$ cat config.mk
export PLATFORM = sky130hd
export DESIGN_NAME = fetch_pc_gen
export DESIGN_NICKNAME = d
export VERILOG_FILES = /design/src/rtl/fetch_pkg.sv /design/src/rtl/fetch_pc_gen.sv
export SDC_FILE = /design/constraint.sdc
export NUM_CORES = 1
export LEC_CHECK = 0
export ABC_AREA = 1
export BUFFER_PORTS_ARGS = -buffer_cell sky130_fd_sc_hd__buf_2
export CAP_MARGIN = 20
export CORE_UTILIZATION = 25
export DETAILED_ROUTE_END_ITERATION = 8
export GPL_TIMING_DRIVEN = 0
export HOLD_SLACK_MARGIN = 0.02
export PLACE_DENSITY = 0.57
export SLEW_MARGIN = 20
export SYNTH_ARGS = -nofsm -noshare
export SYNTH_HDL_FRONTEND = slang
export SYNTH_SLANG_ARGS = --single-unit
$ cat constraint.sdc
create_clock -name clk -period 2.6 [get_ports clk]
set_clock_uncertainty 0.05 [all_clocks]
set_input_delay 0.26 -clock clk [delete_from_list [all_inputs] [get_ports clk]]
set_output_delay 0.26 -clock clk [all_outputs]
set_load 0.01 [all_outputs]
$ cat src/rtl/fetch_pkg.sv
`default_nettype none

package fetch_pkg;

  // reset vector of the core.
  localparam logic [31:0] RESET_PC = 32'h1c00_0000;

  localparam int GROUP_SLOTS = 4;
  localparam int GROUP_BYTES = 16;
  localparam int GROUP_OFS_W = $clog2(GROUP_BYTES);  // byte offset bits inside a group.
  localparam int SLOT_W      = $clog2(GROUP_SLOTS);

  localparam int BTB_ENTRIES = 16;
  localparam int BTB_IDX_W   = $clog2(BTB_ENTRIES);
  localparam int BTB_TAG_W   = 32 - GROUP_OFS_W - BTB_IDX_W;  // pc bits above the index.

  localparam int IMEM_WORDS = 1024;
  localparam int IMEM_AW    = $clog2(IMEM_WORDS);

  // LoongArch ecode values, only the fetch side ones.
  typedef enum logic [5:0] {
    EXCP_NONE = 6'h00,
    EXCP_ADEF = 6'h08
  } excp_code_e;

endpackage

`default_nettype wire

$ cat src/rtl/fetch_pc_gen.sv
`timescale 1ns/100ps
`default_nettype none

module fetch_pc_gen
  import fetch_pkg::*;
(
  input  logic        clk,
  input  logic        rst,
  input  logic        redirect,
  input  logic [31:0] redirect_pc,
  input  logic        addr_ok,
  input  logic        if1_ready,
  input  logic [31:0] pred_next_pc,
  input  logic [3:0]  slot_mask,
  input  logic [3:0]  jump_mask,
  output logic        req,
  output logic [31:0] req_addr,
  output logic [31:0] pc,
  output logic        if0_valid,
  output logic [31:0] if0_pc,
  output logic [3:0]  if0_mask,
  output logic [3:0]  if0_jump,
  output logic        if0_excp,
  output excp_code_e  if0_ecode
);

  logic [31:0] pc_q;
  logic        fault_sent;
  logic        is_adef;
  logic        accept;
  logic        fault_go;

  assign pc       = pc_q;
  assign is_adef  = |pc_q[1:0];  // instructions are word aligned.
  assign req      = ~rst & if1_ready & ~is_adef & ~fault_sent;
  assign req_addr = pc_q & ~32'(GROUP_BYTES - 1);
  assign accept   = req & addr_ok;

  // a misaligned pc sends one exception packet in place of a request.
  assign fault_go = is_adef & ~fault_sent & if1_ready;

  always_ff @(posedge clk) begin
    if (rst) begin
      pc_q <= RESET_PC;
    end else if (redirect) begin
      pc_q <= redirect_pc;
    end else if (accept) begin
      pc_q <= pred_next_pc;  // stalls and faults hold the pc.
    end
  end

  always_ff @(posedge clk) begin
    if (rst || redirect) begin
      fault_sent <= 1'b0;
      if0_valid  <= 1'b0;
    end else begin
      fault_sent <= fault_sent | fault_go;
      if0_valid  <= accept | fault_go;  // if1 always takes it the next cycle.
    end
  end

  always_ff @(posedge clk) begin
    if (accept || fault_go) begin
      if0_pc    <= pc_q;
      if0_mask  <= slot_mask;
      if0_jump  <= jump_mask;
      if0_excp  <= fault_go;
      if0_ecode <= fault_go ? EXCP_ADEF : EXCP_NONE;
    end
  end

  // a group without a predicted jump falls through to the next group.
  a_fall_through: assert property (@(posedge clk) disable iff (rst)
    accept && jump_mask == 4'b0000 |-> pred_next_pc == req_addr + 32'(GROUP_BYTES));

endmodule

`default_nettype wire

==> impl_metrics.toml <==
[status]
status = "complete, no violations"

[pwr]
p_leak_nw = 2.57
total_power_w = 0.00308
p_per_area_nw_per_um2 = 633
ir_drop_v = 0.000281

[clock_tree]
cts_max_level = 3
clk_pin_slew_worst_paths_ps = 50
post-cts-setup-buffer-count = 0
cts_resized = 0
cts_buffer_depth = 2
cts_tree = "done"
numCtsBuffers = 9
ctsHoldBuffers = 0
cts.sinks = 75
clk_latency_ps = 330
cts_root_buffer = "clkbuf_16"

[critical_path]
required_ps = 2580
crit_chain = "nor2_2, nand4_4, buf_2, nand2_2, buf_12"
critPathKind = "flop to flop"
cp_slowest_cell = "nand2_2"
crit_buf_inv = 2
critPathLaunchType = "flop"
cp-end-kind = "flop"
path_max_fanout = 26
slowest_delay_ps = 390
cp.arrival_ps = 2090
critPathTopFamily = "simple AND/OR/NAND/NOR gates"

[logic_synthesis]
ys_ff_latch = 75
postSynthAreaPerCell_um2 = 8.53
ys_seq_area_frac = 0.556
synth_top_area_cell = "edfxtp_1"
synth.most_common_cell = "nand2_1"
synth_top_area_share = 0.358
synth.area.top_cells = "edfxtp_1 36%, dfxtp_1 20%, nand2_1 14%"
syn_area_um2 = 3440
yosys_warnings = 0
synthCells = 403
async_flop_share = 0
synthFlopType = "edfxtp_1"
synth_cell_type_count = 16
yosys-top-cells-count = "132 x nand2_1, 41 x edfxtp_1, 39 x buf_4, 35 x nand3_1, 34 x dfxtp_1"
synth_edf_count = 41

[floorplanning]
fp.dieW_um = 119
core_area_um2 = 13300
num_rows = 42
boundaryPins = 190
initial_core_util = 0.257
die_height_um = 119
die-area_um2 = 14200

[detailed_routing]
drt_iter0_drc = 172
post_drt_via_cell_ratio = 3.98
wirelength_mm = 9.51
ant_nets = 0
remaining_drc_errors = 0
via_count = 3113
firstDrtPassIters = 4
routedWlPerCell_um = 12.1

[timing]
min_period_ps = 2110
holdWs_ps = 59.6
min_period_over_period = 0.811
fin_ws_ps = 492
tightest_slew_ps = 549
fmax_mhz = 474
finalSetupViolCount = 0
drv_slew = 0
fin_setup_tns_ps = 0
rsz0062_at_grt = "no"
hold_viol = 0
relSlewSlack = 0.634

[finish]
fin_nets = 679
drive_gt1_frac = 0.420
syn2layout_area_growth_pct = 41.4
antenna_cells = 0

[place]
hpwlAfterDp_mm = 7.22
dp_slack_ps = 436
gp_routability_congestion = 0.722
port_buffers = 179

[global_route]
grt_max_degree = 27
overflow = 0
grt_pass1_wl_mm = 14.7
grt_usage = 0.135
antenna_found_initial = 0
grt_pass1_vias = 2853

[run]
max_cap_violations = 0

[hold_path]
min_path_type = "primary input to flop"
## per-stage QoR
stage	instance area [µm²]	instances	utilization
final	4860	783	0.364
after global routing	4860	783	0.364
after floorplan	3470	411	-
after CTS	4860	783	0.364
after global placement	4580	766	0.343
after detailed placement	4610	767	0.345
## layer usage
metal  wire (µm)  part of all wire  vias up  GRT usage
met4         115             0.012        0     0.0522
li1            -                 -     1624          -
met1        4220              0.44     1361      0.170
met3         610             0.064        9     0.0311
met2        4560              0.48      119      0.224
met5           0                 0        -          0
## worst paths after layout
check / from / slack, ps / cells past startpoint / to
min reg2reg: pc[2] / 420 / 0 / if0_pc[2]
max reg2reg: pc[0] / 490 / 5 / if0_pc[19]
max: pc[0] / 490 / 5 / if0_pc[19]
min: slot_mask[0] / 60 / 1 / if0_mask[0]
## final cells by class
| class | count | area, µm² |
|---|---|---|
| Clock inverter | 4 | 18.8 |
| Sequential cell | 75 | 1910 |
| Tap cell | 176 | 220 |
| Fill cell | 1411 | 8490 |
| Clock buffer | 12 | 236 |
| Buffer | 61 | 417 |
| Timing Repair Buffer | 180 | 916 |
| Inverter | 34 | 128 |
| Multi-Input combinational cell | 241 | 1010 |
## kinds of logic after synthesis
| family | after synthesis | share of synthesized area |
|---|---|---|
| compound gates | 30 | 0.0437 |
| buf+inv | 95 | 0.158 |
| flops | 75 | 0.556 |
| other cells | 1 | 0.00109 |
| simple gates | 202 | 0.241 |
## state kept, by name, indices dropped and copies added, names as in the netlist
signal,flops
if0_pc,32
if0_jump,4
if0_valid,1
if0_ecode,1
if0_mask,4
pc,32
fault_sent,1
## where the power goes
| part | switching, W | internal, W |
|---|---|---|
| Combinational | 0.000310 | 0.000257 |
| Clock | 0.000453 | 0.000638 |
| Sequential | 0.0000536 | 0.00136 |
## layout by cell type (no fill, tap or decap), types with 2 or more instances in the layout
master     instances
a21oi_1           30
buf_2            194
buf_4             39
buf_6              3
clkbuf_1           7
clkbuf_16          9
clkinv_2           3
conb_1             9
dfxtp_1           34
edfxtp_1          41
inv_1             32
inv_2              2
nand2_1          131
nand3_1           35
nor2_1            31
nor2_2             2
(Power assumes the default switching activity.)
