[src/rtl/fetch_pkg.sv]
`default_nettype none

package fetch_pkg;

  // reset vector of the core.
  localparam logic [31:0] RESET_PC = 32'h1c00_0000;

  localparam int GROUP_SLOTS = 4;
  localparam int GROUP_BYTES = 16;
  localparam int GROUP_OFS_W = $clog2(GROUP_BYTES);  // byte offset bits inside a group.
  localparam int SLOT_W      = $clog2(GROUP_SLOTS);

  localparam int BTB_ENTRIES = 16;
  localparam int BTB_IDX_W   = $clog2(BTB_ENTRIES);
  localparam int BTB_TAG_W   = 32 - GROUP_OFS_W - BTB_IDX_W;  // pc bits above the index.

  localparam int IMEM_WORDS = 1024;
  localparam int IMEM_AW    = $clog2(IMEM_WORDS);

  // LoongArch ecode values, only the fetch side ones.
  typedef enum logic [5:0] {
    EXCP_NONE = 6'h00,
    EXCP_ADEF = 6'h08
  } excp_code_e;

endpackage

`default_nettype wire

[src/rtl/fetch_btb.sv]
`timescale 1ns/100ps
`default_nettype none

module fetch_btb
  import fetch_pkg::*;
(
  input  logic        clk,
  input  logic        rst,
  input  logic [31:0] pc,
  input  logic        br_update,
  input  logic [31:0] br_pc,
  input  logic [31:0] br_target,
  input  logic        br_taken,
  output logic [31:0] pred_next_pc,
  output logic [3:0]  slot_mask,
  output logic [3:0]  jump_mask
);

  logic                 ent_valid  [BTB_ENTRIES];
  logic [BTB_TAG_W-1:0] ent_tag    [BTB_ENTRIES];
  logic [SLOT_W-1:0]    ent_slot   [BTB_ENTRIES];
  logic [31:0]          ent_target [BTB_ENTRIES];

  logic [BTB_IDX_W-1:0] rd_idx;
  logic [BTB_TAG_W-1:0] rd_tag;
  logic [SLOT_W-1:0]    rd_off;
  logic [SLOT_W-1:0]    rd_slot;
  logic [31:0]          group_base;
  logic                 hit;
  logic                 take;

  logic [BTB_IDX_W-1:0] up_idx;
  logic [BTB_TAG_W-1:0] up_tag;
  logic [SLOT_W-1:0]    up_slot;
  logic                 up_match;

  assign rd_idx     = pc[GROUP_OFS_W +: BTB_IDX_W];
  assign rd_tag     = pc[31 -: BTB_TAG_W];
  assign rd_off     = pc[2 +: SLOT_W];  // first slot fetched in this group.
  assign rd_slot    = ent_slot[rd_idx];
  assign group_base = pc & ~32'(GROUP_BYTES - 1);

  assign hit  = ent_valid[rd_idx] && (ent_tag[rd_idx] == rd_tag);
  assign take = hit && (rd_slot >= rd_off);  // a branch behind the entry point is skipped.

  always_comb begin
    for (int i = 0; i < GROUP_SLOTS; i++) begin
      slot_mask[i] = (SLOT_W'(i) >= rd_off) && (!take || SLOT_W'(i) <= rd_slot);
      jump_mask[i] = take && (SLOT_W'(i) == rd_slot);
    end
  end

  assign pred_next_pc = take ? ent_target[rd_idx] : group_base + 32'(GROUP_BYTES);

  assign up_idx   = br_pc[GROUP_OFS_W +: BTB_IDX_W];
  assign up_tag   = br_pc[31 -: BTB_TAG_W];
  assign up_slot  = br_pc[2 +: SLOT_W];
  assign up_match = ent_valid[up_idx] && (ent_tag[up_idx] == up_tag) &&
                    (ent_slot[up_idx] == up_slot);

  always_ff @(posedge clk) begin
    if (rst) begin
      for (int i = 0; i < BTB_ENTRIES; i++) begin
        ent_valid[i] <= 1'b0;
      end
    end else if (br_update) begin
      if (br_taken) begin
        ent_valid[up_idx] <= 1'b1;
      end else if (up_match) begin
        ent_valid[up_idx] <= 1'b0;  // only drop the entry for this very branch.
      end
    end
  end

  always_ff @(posedge clk) begin
    if (br_update && br_taken) begin
      ent_tag[up_idx]    <= up_tag;
      ent_slot[up_idx]   <= up_slot;
      ent_target[up_idx] <= br_target;
    end
  end

  a_jump_in_mask: assert property (@(posedge clk) disable iff (rst)
    $onehot0(jump_mask) && (jump_mask & ~slot_mask) == 4'b0000);

endmodule

`default_nettype wire

[config.mk]
export PLATFORM = sky130hd
export DESIGN_NAME = fetch_btb
export DESIGN_NICKNAME = d
export VERILOG_FILES = /design/src/rtl/fetch_pkg.sv /design/src/rtl/fetch_btb.sv
export SDC_FILE = /design/constraint.sdc
export NUM_CORES = 1
export LEC_CHECK = 0
export BUFFER_PORTS_ARGS = -buffer_cell sky130_fd_sc_hd__buf_2
export CAP_MARGIN = 40
export CELL_PAD_IN_SITES_DETAIL_PLACEMENT = 0
export CELL_PAD_IN_SITES_GLOBAL_PLACEMENT = 1
export CORE_MARGIN = 1.5
export CORE_UTILIZATION = 40
export CTS_CLUSTER_SIZE = 24
export DETAILED_ROUTE_END_ITERATION = 8
export GPL_TIMING_DRIVEN = 0
export PLACE_DENSITY = 0.62
export SETUP_SLACK_MARGIN = 0.3
export SLEW_MARGIN = 20
export SYNTH_ARGS = -nofsm -noshare
export SYNTH_HDL_FRONTEND = slang
export SYNTH_SLANG_ARGS = --single-unit
[constraint.sdc]
create_clock -name clk -period 7.1 [get_ports clk]
set_input_delay 0.355 -clock clk [delete_from_list [all_inputs] [get_ports clk]]
set_output_delay 0.355 -clock clk [all_outputs]
set_load 0.02 [all_outputs]
==> impl_metrics.yaml <==
setup_path:
  startpoint_type: "input port"
  path_delay_family: "buffers and inverters"
  worstPathRequired_ns: 6.74
  endpoint_kind: "primary output"
  slowest_stage: "mux4_2"
  worstPathMaxFanout: 10
  worstSetupPathType: "input port to primary output"
  worstPathArrival_ns: 6.14
  path_buf_inv: 8
  crit_top_cell: "buf_2"
  crit_chain: "buf_2, buf_2, buf_2, buf_2, buf_2, buf_2, mux4_2, mux4_2, ha_1, a21o_1, o2111ai_1, nor3_1, nand3_1, a2111oi_0, nand4_1, buf_2, mux2_2, buf_2"
  cpPeakStageDelay_ns: 0.56
yosys:
  yosys-top-cells-area: "edfxtp_1, mux4_2, mux2i_1, mux2_2, xnor2_1"
  synth_cell_types: 64
  yosysMostFrequentCell: "edfxtp_1"
  syn_avg_cell_area_sq_um: 20.7
  ys_seq_area_frac: 0.685
  synth_ff_type: "edfxtp_1"
  synth_top_area_share: 0.685
  synth_top_family_by_area: "multiplexers"
  synth-xor-area-share: 0.0146
  synth_edf_count: 944
  yosys.area_share.simple: 0.0287
  yosysWarningCount: 0
  synth_compound_area_frac: 0.0210
  synth-seq-cells: 944
  yosysTopAreaCell: "edfxtp_1"
  synth_cells: 2002
  syn_nets: 2105
  async_reset_ff_frac: 0
  synthAdderAreaFrac: 0.000907
  synth.area.mux_share: 0.233
  netlist_area_sq_um: 41400
  synth_common_cells: "edfxtp_1, mux4_2, mux2i_1, nor2_1, nand2_1"
run_status:
  status: "completed"
timing:
  clock_skew_ns: 0.00990
  tns_ns: 0
  fin_crit_ns: 6.50
  rsz0062_at_grt: "no"
  fin_hold_ws_ns: 0.0479
  slew-limit-headroom: 0.390
  setup_viol: 0
  worst_pin_slew_ns: 0.911
  report.final.slew_viol_count: 0
  hold_violations: 0
  fmax_mhz: 154
  min_period_over_period: 0.915
  final.setup.worst_slack_ns: 0.604
pwr:
  p_sw_frac: 0.232
  p_clk_frac: 0.402
  netSwitchingPower_mw: 2.82
  power.density_nw_per_um2: 250
  ir_drop_mv: 0.220
  combPwrFrac: 0.085
  p_seq_frac: 0.512
  power.internal_mw: 9.33
  total_power_mw: 12.2
  power_leakage_nw: 15.9
clock_tree:
  postCtsSetupRepairBufs: 0
  clock_latency_ns: 0.68
  cts.clk_slew.worst_paths_ns: 0.06
  cts_max_path_buffers: 3
  htree_levels: 3
  cts_buffers: 101
  cts_num_sinks: 944
  cts-root-buf: "clkbuf_16"
  cts_tree: "done"
global_route:
  antenna_found_initial: 21
  grt_pass1_vias: 24200
  grt_max_degree: 22
  grt_pass1_wl_mm: 189
  grt_util_all_layers: 0.258
  overflow: 0
floorplan:
  start_util: 0.405
  die-width_microns: 325
  die_y_microns: 325
  rows: 117
  core_sq_um: 102000
  pin_count: 140
  die_area_sq_um: 105000
drt:
  via_per_inst: 6.13
  dr.pass1.iters: 5
  routedWlPerCell_microns: 35.2
  postRouteAntennaNets: 0
  vias: 23700
  drt-total-wl_mm: 136
  drc: 0
  drtIter0Drc: 2879
placement:
  gp_congestion: 0.902
  port_buffers: 127
  dp_cells: 3675
  postPlaceCellArea_sq_um: 45600
  dp_slack_ns: 0.184
  dp_hpwl_mm: 99.3
finish:
  postLayoutCellArea_sq_um: 48700
  layout.nets: 2521
  drive_above_1_share: 0.379
  final_util: 0.477
  syn_to_final_growth_pct: 17.7
  stdcell_count: 3866
run:
  cap_violations: 0
worst_hold_path:
  hp-class: "input port to flop"
## path summary, 6_finish.rpt
kind | startpoint | endpoint | slack, ns | cells after the start
setup reg to reg | ent_tag[11][0] | ent_valid[2] | 3.17 | 9
hold / removal | br_target[27] | ent_target[6][27] | 0.05 | 1
setup / recovery | pc[5] | pred_next_pc[30] | 0.60 | 18
hold reg to reg | ent_tag[6][17] | ent_valid[14] | 1.62 | 7
## placed cells by master (no fill, tap or decap), types with 16 or more instances in the layout
cell type,n
a21oi_1,16
buf_2,175
buf_4,130
buf_6,45
clkbuf_1,71
clkbuf_16,101
clkinv_1,31
edfxtp_1,944
inv_1,19
mux2_2,41
mux2i_1,70
mux4_2,377
nand2_1,54
nor2_1,56
xnor2_1,38
xor2_1,31
## kinds of logic (layout without fill, tap and decap cells)
| family | Yosys count | in the layout |
|---|---|---|
| AND/OR/NAND/NOR | 236 | 236 |
| multiplexers | 488 | 488 |
| XOR/XNOR | 69 | 69 |
| buffers and inverters | 145 | 637 |
| other | 0 | 4 |
| adder cells (fa/ha/maj) | 3 | 3 |
| flip-flops | 944 | 944 |
| AO/OA/AOI/OAI | 117 | 117 |
## power by group through the flow
stage / clock [mW] / sequential (mW) / combinational (mW)
after detailed placement: 0 / 6.34 / 1.03
after global placement: 0 / 6.35 / 0.981
final: 4.89 / 6.23 / 1.04
after CTS: 4.96 / 6.23 / 1.03
after global routing: 5.16 / 6.23 / 1.08
after floorplan: 0 / 6.34 / 0.561
## what timing repair did
action,4_1_cts,5_1_grt
pin swaps,0,0
endpoints found under the setup margin,23,28
endpoints found under the hold margin,44,0
hold buffers,5,0
resized for setup,1,7
## layout make-up
class | count | area (sq um)
fill | 8663 | 53500
sequential | 944 | 28300
multi-input combinational | 913 | 12400
clock buffer | 129 | 2630
timing repair buffer | 313 | 2490
tap | 1368 | 1710
buffer | 124 | 626
clock inverter | 50 | 373
inverter | 21 | 78.8
antenna | 4 | 10.0
## sequential cells by signal, indices dropped and copies added (netlist names)
| name | flops |
|---|---|
| ent_target | 512 |
| ent_slot | 32 |
| ent_tag | 384 |
| ent_valid | 16 |
## metal layers
metal	up-vias	wire (microns)	global-route usage
met5	-	157	0
met4	28	4410	0.0785
met3	253	13000	0.0705
met2	1185	64100	0.407
met1	12800	54500	0.350
li1	9414	-	-
Note: power is estimated with default switching activity, not from simulation.
