## src/rtl/fetch_pkg.sv

```systemverilog
`default_nettype none

package fetch_pkg;

  // reset vector of the core.
  localparam logic [31:0] RESET_PC = 32'h1c00_0000;

  localparam int GROUP_SLOTS = 4;
  localparam int GROUP_BYTES = 16;
  localparam int GROUP_OFS_W = $clog2(GROUP_BYTES);  // byte offset bits inside a group.
  localparam int SLOT_W      = $clog2(GROUP_SLOTS);

  localparam int BTB_ENTRIES = 16;
  localparam int BTB_IDX_W   = $clog2(BTB_ENTRIES);
  localparam int BTB_TAG_W   = 32 - GROUP_OFS_W - BTB_IDX_W;  // pc bits above the index.

  localparam int IMEM_WORDS = 1024;
  localparam int IMEM_AW    = $clog2(IMEM_WORDS);

  // LoongArch ecode values, only the fetch side ones.
  typedef enum logic [5:0] {
    EXCP_NONE = 6'h00,
    EXCP_ADEF = 6'h08
  } excp_code_e;

endpackage

`default_nettype wire

```

## src/rtl/fetch_if1.sv

```systemverilog
`timescale 1ns/100ps
`default_nettype none

module fetch_if1
  import fetch_pkg::*;
(
  input  logic        clk,
  input  logic        rst,
  input  logic        redirect,
  input  logic        if0_valid,
  input  logic [31:0] if0_pc,
  input  logic [3:0]  if0_mask,
  input  logic [3:0]  if0_jump,
  input  logic        if0_excp,
  input  excp_code_e  if0_ecode,
  input  logic        data_ok,
  input  logic [31:0] rdata0,
  input  logic [31:0] rdata1,
  input  logic [31:0] rdata2,
  input  logic [31:0] rdata3,
  input  logic        dec_ready,
  output logic        if1_ready,
  output logic        dec_valid,
  output logic [31:0] dec_pc,
  output logic [3:0]  dec_mask,
  output logic [3:0]  dec_jump,
  output logic [31:0] dec_inst0,
  output logic [31:0] dec_inst1,
  output logic [31:0] dec_inst2,
  output logic [31:0] dec_inst3,
  output logic        dec_excp,
  output excp_code_e  dec_ecode
);

  logic kill;
  logic capture;
  logic consume;

  assign consume = dec_valid & dec_ready;

  // a new request lands here two edges later, so the register must be free after this edge.
  assign if1_ready = ~if0_valid & (~dec_valid | dec_ready);

  // exception packets carry no memory data.
  assign capture = if0_valid & ~kill & (if0_excp | data_ok);

  always_ff @(posedge clk) begin
    if (rst) begin
      kill      <= 1'b0;
      dec_valid <= 1'b0;
    end else begin
      kill <= redirect;  // data returning right after a redirect is stale.
      if (redirect) begin
        dec_valid <= 1'b0;
      end else if (capture) begin
        dec_valid <= 1'b1;
      end else if (consume) begin
        dec_valid <= 1'b0;
      end
    end
  end

  always_ff @(posedge clk) begin
    if (capture) begin
      dec_pc    <= if0_pc;
      dec_mask  <= if0_excp ? 4'b0000 : if0_mask;
      dec_jump  <= if0_excp ? 4'b0000 : if0_jump;
      dec_inst0 <= if0_excp ? 32'h0 : rdata0;
      dec_inst1 <= if0_excp ? 32'h0 : rdata1;
      dec_inst2 <= if0_excp ? 32'h0 : rdata2;
      dec_inst3 <= if0_excp ? 32'h0 : rdata3;
      dec_excp  <= if0_excp;
      dec_ecode <= if0_ecode;
    end
  end

  // a fetched group always holds its entry slot, only an exception packet is empty.
  a_excp_iff_no_mask: assert property (@(posedge clk) disable iff (rst)
    dec_valid |-> dec_excp == (dec_mask == 4'b0000));

  // pc_gen only requests when this register will have room, so nothing is overwritten.
  a_no_overrun: assert property (@(posedge clk) disable iff (rst)
    capture && !redirect |-> !dec_valid || dec_ready);

endmodule

`default_nettype wire

```

## config.mk

```make
export PLATFORM = sky130hd
export DESIGN_NAME = fetch_if1
export DESIGN_NICKNAME = d
export VERILOG_FILES = /design/src/rtl/fetch_pkg.sv /design/src/rtl/fetch_if1.sv
export SDC_FILE = /design/constraint.sdc
export NUM_CORES = 1
export LEC_CHECK = 0
export BUFFER_PORTS_ARGS = -buffer_cell sky130_fd_sc_hd__buf_2
export CELL_PAD_IN_SITES_DETAIL_PLACEMENT = 0
export CELL_PAD_IN_SITES_GLOBAL_PLACEMENT = 2
export CORE_MARGIN = 8
export CORE_UTILIZATION = 25
export CTS_CLUSTER_SIZE = 10
export DETAILED_ROUTE_END_ITERATION = 8
export PLACE_DENSITY_LB_ADDON = 0.1
export SYNTH_ARGS = -nofsm -noshare
export SYNTH_HDL_FRONTEND = slang
export SYNTH_SLANG_ARGS = --single-unit
```

## constraint.sdc

```tcl
create_clock -name clk -period 9 [get_ports clk]
set_clock_uncertainty 0.05 [all_clocks]
set_input_delay 0.9 -clock clk [delete_from_list [all_inputs] [get_ports clk]]
set_output_delay 0.9 -clock clk [all_outputs]
set_load 0.02 [all_outputs]
```

==> flow_metrics.env <==
export IMPL_remaining_drc_errors=0
export IMPL_synth_top_flop_cell="sky130_fd_sc_hd__edfxtp_1"
export IMPL_r2r_cells=3
export IMPL_slowest_stage="sky130_fd_sc_hd__buf_4"
export IMPL_grt_antenna_before_repair=5
export IMPL_hold_violations=0
export IMPL_critPathBufInv=3
export IMPL_finalNetCount=882
export IMPL_fraction_of_registers_with_async_set_or_reset_after_synthesis_pct=0
export IMPL_floorplan_initialDensity_pct=25.2
export IMPL_top_layer="met5"
export IMPL_path_delay_family="buffers and inverters"
export IMPL_grt_start_max_net_pins=85
export IMPL_synthMostInstantiatedCell="sky130_fd_sc_hd__edfxtp_1"
export IMPL_worst_path_stages=5
export IMPL_internal_power_w=0.00140
export IMPL_worstPathCellList="buf_4 -> nor2_1 -> nor3b_4 -> buf_4 -> buf_4"
export IMPL_synthesis_area_um2=6270
export IMPL_port_buffers=357
export IMPL_routedWlPerCell_um=18.0
export IMPL_dr_wl_met2_um=9350
export IMPL_synthDominantCellAreaShare_pct=83.8
export IMPL_post_cts_setup_buffer_count=0
export IMPL_rsz0062_at_grt="no"
export IMPL_worst_hold_path_type="in2reg"
export IMPL_met3WireLength_um=2350
export IMPL_portion_of_the_post_synthesis_area_used_by_sequential_elements_pct=84.5
export IMPL_reg2reg_setup_slack_ns=6.10
export IMPL_fraction_of_final_layout_cells_sized_beyond_drive_strength_1_pct=55.2
export IMPL_critPathMostFrequentCell="sky130_fd_sc_hd__buf_4"
export IMPL_startpoint_of_the_most_critical_setup_path="if0_excp"
export IMPL_crit_path_max_fanout=84
export IMPL_post_synth_cell_area_avg_um2=18.7
export IMPL_die_h_um=174
export IMPL_core_um2=24900
export IMPL_wl_on_met1_um=6890
export IMPL_yosysTopAreaCell="sky130_fd_sc_hd__edfxtp_1"
export IMPL_std_cell_rows=58
export IMPL_drv_cap=0
export IMPL_tritoncts="done"
export IMPL_detail_route_antenna_nets=0
export IMPL_area_growth_synth_to_finish_pct=43.6
export IMPL_postSynthCellCount=335
export IMPL_power_per_cell_area_nw_per_um2=206
export IMPL_worst_setup_hold_path_clk_slew_ns=0.07
export IMPL_worst_slew_margin_rel_pct=28.2
export IMPL_grt_pass1_wl_um=27500
export IMPL_seqPwrFrac_pct=51.9
export IMPL_layout_cells_non_filler=1046
export IMPL_status="finished clean"
export IMPL_clock_tree_root_cell="sky130_fd_sc_hd__clkbuf_16"
export IMPL_clock_sinks=177
export IMPL_share_of_the_clock_period_used_by_the_worst_path_after_layout_pct=38.5
export IMPL_finalSetupViolCount=0
export IMPL_viasPerCell=3.94
export IMPL_global_route_overflow_total=0
export IMPL_cp_arrival_ns=3.45
export IMPL_totalWireLength_um=18900
export IMPL_crit_path_end="dec_inst1[9]"
export IMPL_worstSetupEndpointType="register"
export IMPL_r2r_start="kill"
export IMPL_first_global_vias=4393
export IMPL_irDropWorstVdd_uv=82.3
export IMPL_yosys_top_cells_count="sky130_fd_sc_hd__edfxtp_1, sky130_fd_sc_hd__nor2b_1, sky130_fd_sc_hd__buf_2"
export IMPL_top_level_ports=358
export IMPL_gpl_final_weighted_congestion=0.773
export IMPL_detailed_place_hpwl_um=14500
export IMPL_cts_hold_buffers_added=0
export IMPL_timing_worst_slew_pin_value_ns=1.08
export IMPL_synth_top_cells_by_area="sky130_fd_sc_hd__edfxtp_1, sky130_fd_sc_hd__nor2b_1, sky130_fd_sc_hd__buf_2, sky130_fd_sc_hd__dfxtp_1, sky130_fd_sc_hd__nor3b_2"
export IMPL_cts_htree_levels=4
export IMPL_clock_power_share_pct=38.4
export IMPL_final_max_slew_violation_count=0
export IMPL_switching_power_share_of_the_total_pct=24.8
export IMPL_distinct_cell_type_count_of_the_synthesized_netlist=8
export IMPL_slowest_delay_ns=0.86
export IMPL_critPathLaunchType="input pin"
export IMPL_clock_tree_buf_depth=2
export IMPL_post_cts_resized_instances=0
export IMPL_overall_die_area_um2=30400
export IMPL_min_period_ns=3.46
export IMPL_dp_cells=1012
export IMPL_detailroute_via_count=4123
export IMPL_grt_total_usage_pct=12.1
export IMPL_p_comb_share_pct=9.7
export IMPL_required_ns=8.99
export IMPL_inserted_clock_buffers=17
export IMPL_synth_edff_count=175
export IMPL_final_tns_setup_ns=0
export IMPL_critPathKind="in2reg"
export IMPL_yosysWarnings=0
export IMPL_die_w_um=174
export IMPL_fmax_mhz=289
export IMPL_clkLatencyLatePin_ns=0.42
export IMPL_synth_seq_cells=177
export IMPL_dr_first_iter_drc_count=166
export IMPL_synth_net_count=516
export IMPL_power_static_leakage_nw=3.79
export IMPL_end_of_the_worst_register_to_register_path="dec_inst1[9]"
export IMPL_finalCoreUtilization_pct=36.2
export IMPL_total_switching_power_w=0.000460
export IMPL_drt_first_pass_iters=4
layer usage:
layer / GRT usage, % / vias to the layer above
met2: 20.3 / 224
met4: 3.99 / 8
met3: 6.75 / 22
met5: 0 / -
li1: - / 1923
met1: 12.5 / 1946
layout make-up:
type                            count  area [um2]
Fill cell                        2482       15900
Sequential cell                   177        5300
Timing Repair Buffer              362        1830
Multi-Input combinational cell    143         901
Clock buffer                       19         443
Tap cell                          330         413
Clock inverter                     13         116
Antenna cell                        2        5.00
flip-flops by register name, summed over array words and instances, names as in the netlist:
register	cells
dec_inst2	32
dec_pc	32
dec_excp	1
dec_jump	4
dec_valid	1
dec_mask	4
kill	1
dec_inst1	32
dec_inst0	32
dec_ecode	6
dec_inst3	32
worst min-delay path by stage:
stage	start	endpoint	depth (start not counted)
2_1_floorplan	dec_valid	dec_valid	2
3_3_place_gp	dec_valid	dec_valid	2
3_5_place_dp	dec_valid	dec_valid	2
4_1_cts	rst	kill	2
5_1_grt	if0_pc[1]	dec_pc[1]	1
6_report	rst	kill	2
cell families after synthesis:
logic type	synth area share (%)
buf+inv	1.24
simple gates	14.2
compound gates	0.120
flops	84.5
stage by stage:
stage          total power (W)  hold slack [ns]  area [um2]  setup slack (ns)
4_1_cts                0.00189            0.562        8990              5.51
3_3_place_gp           0.00117            0.582        8440              5.12
3_5_place_dp           0.00117            0.587        8440              5.04
6_report               0.00186            0.589        9000              5.54
5_1_grt                0.00193            0.574        9000              5.32
2_1_floorplan          0.00109            0.658        6270             0.509
power by group through the flow:
stage                     Clock [W]  Sequential, W  Combinational [W]
after CTS                  0.000741       0.000964           0.000187
after global placement            0       0.000982           0.000185
after floorplan                   0        0.00104          0.0000445
after detailed placement          0       0.000982           0.000187
after global routing       0.000766       0.000968           0.000197
final                      0.000712       0.000963           0.000181
cells in the final DEF (no fill, tap or decap):
cell,count
sky130_fd_sc_hd__clkbuf_8,1
sky130_fd_sc_hd__buf_4,6
sky130_fd_sc_hd__nor2_1,3
sky130_fd_sc_hd__clkbuf_16,17
sky130_fd_sc_hd__diode_2,2
sky130_fd_sc_hd__inv_8,4
sky130_fd_sc_hd__dfxtp_1,2
sky130_fd_sc_hd__clkinvlp_4,3
sky130_fd_sc_hd__nor3b_4,1
sky130_fd_sc_hd__clkbuf_1,1
sky130_fd_sc_hd__clkinv_2,1
sky130_fd_sc_hd__inv_6,5
sky130_fd_sc_hd__nor2b_1,138
sky130_fd_sc_hd__buf_2,356
sky130_fd_sc_hd__o21a_1,1
sky130_fd_sc_hd__edfxtp_1,175
No activity file was read; power rests on OpenSTA's default activity.
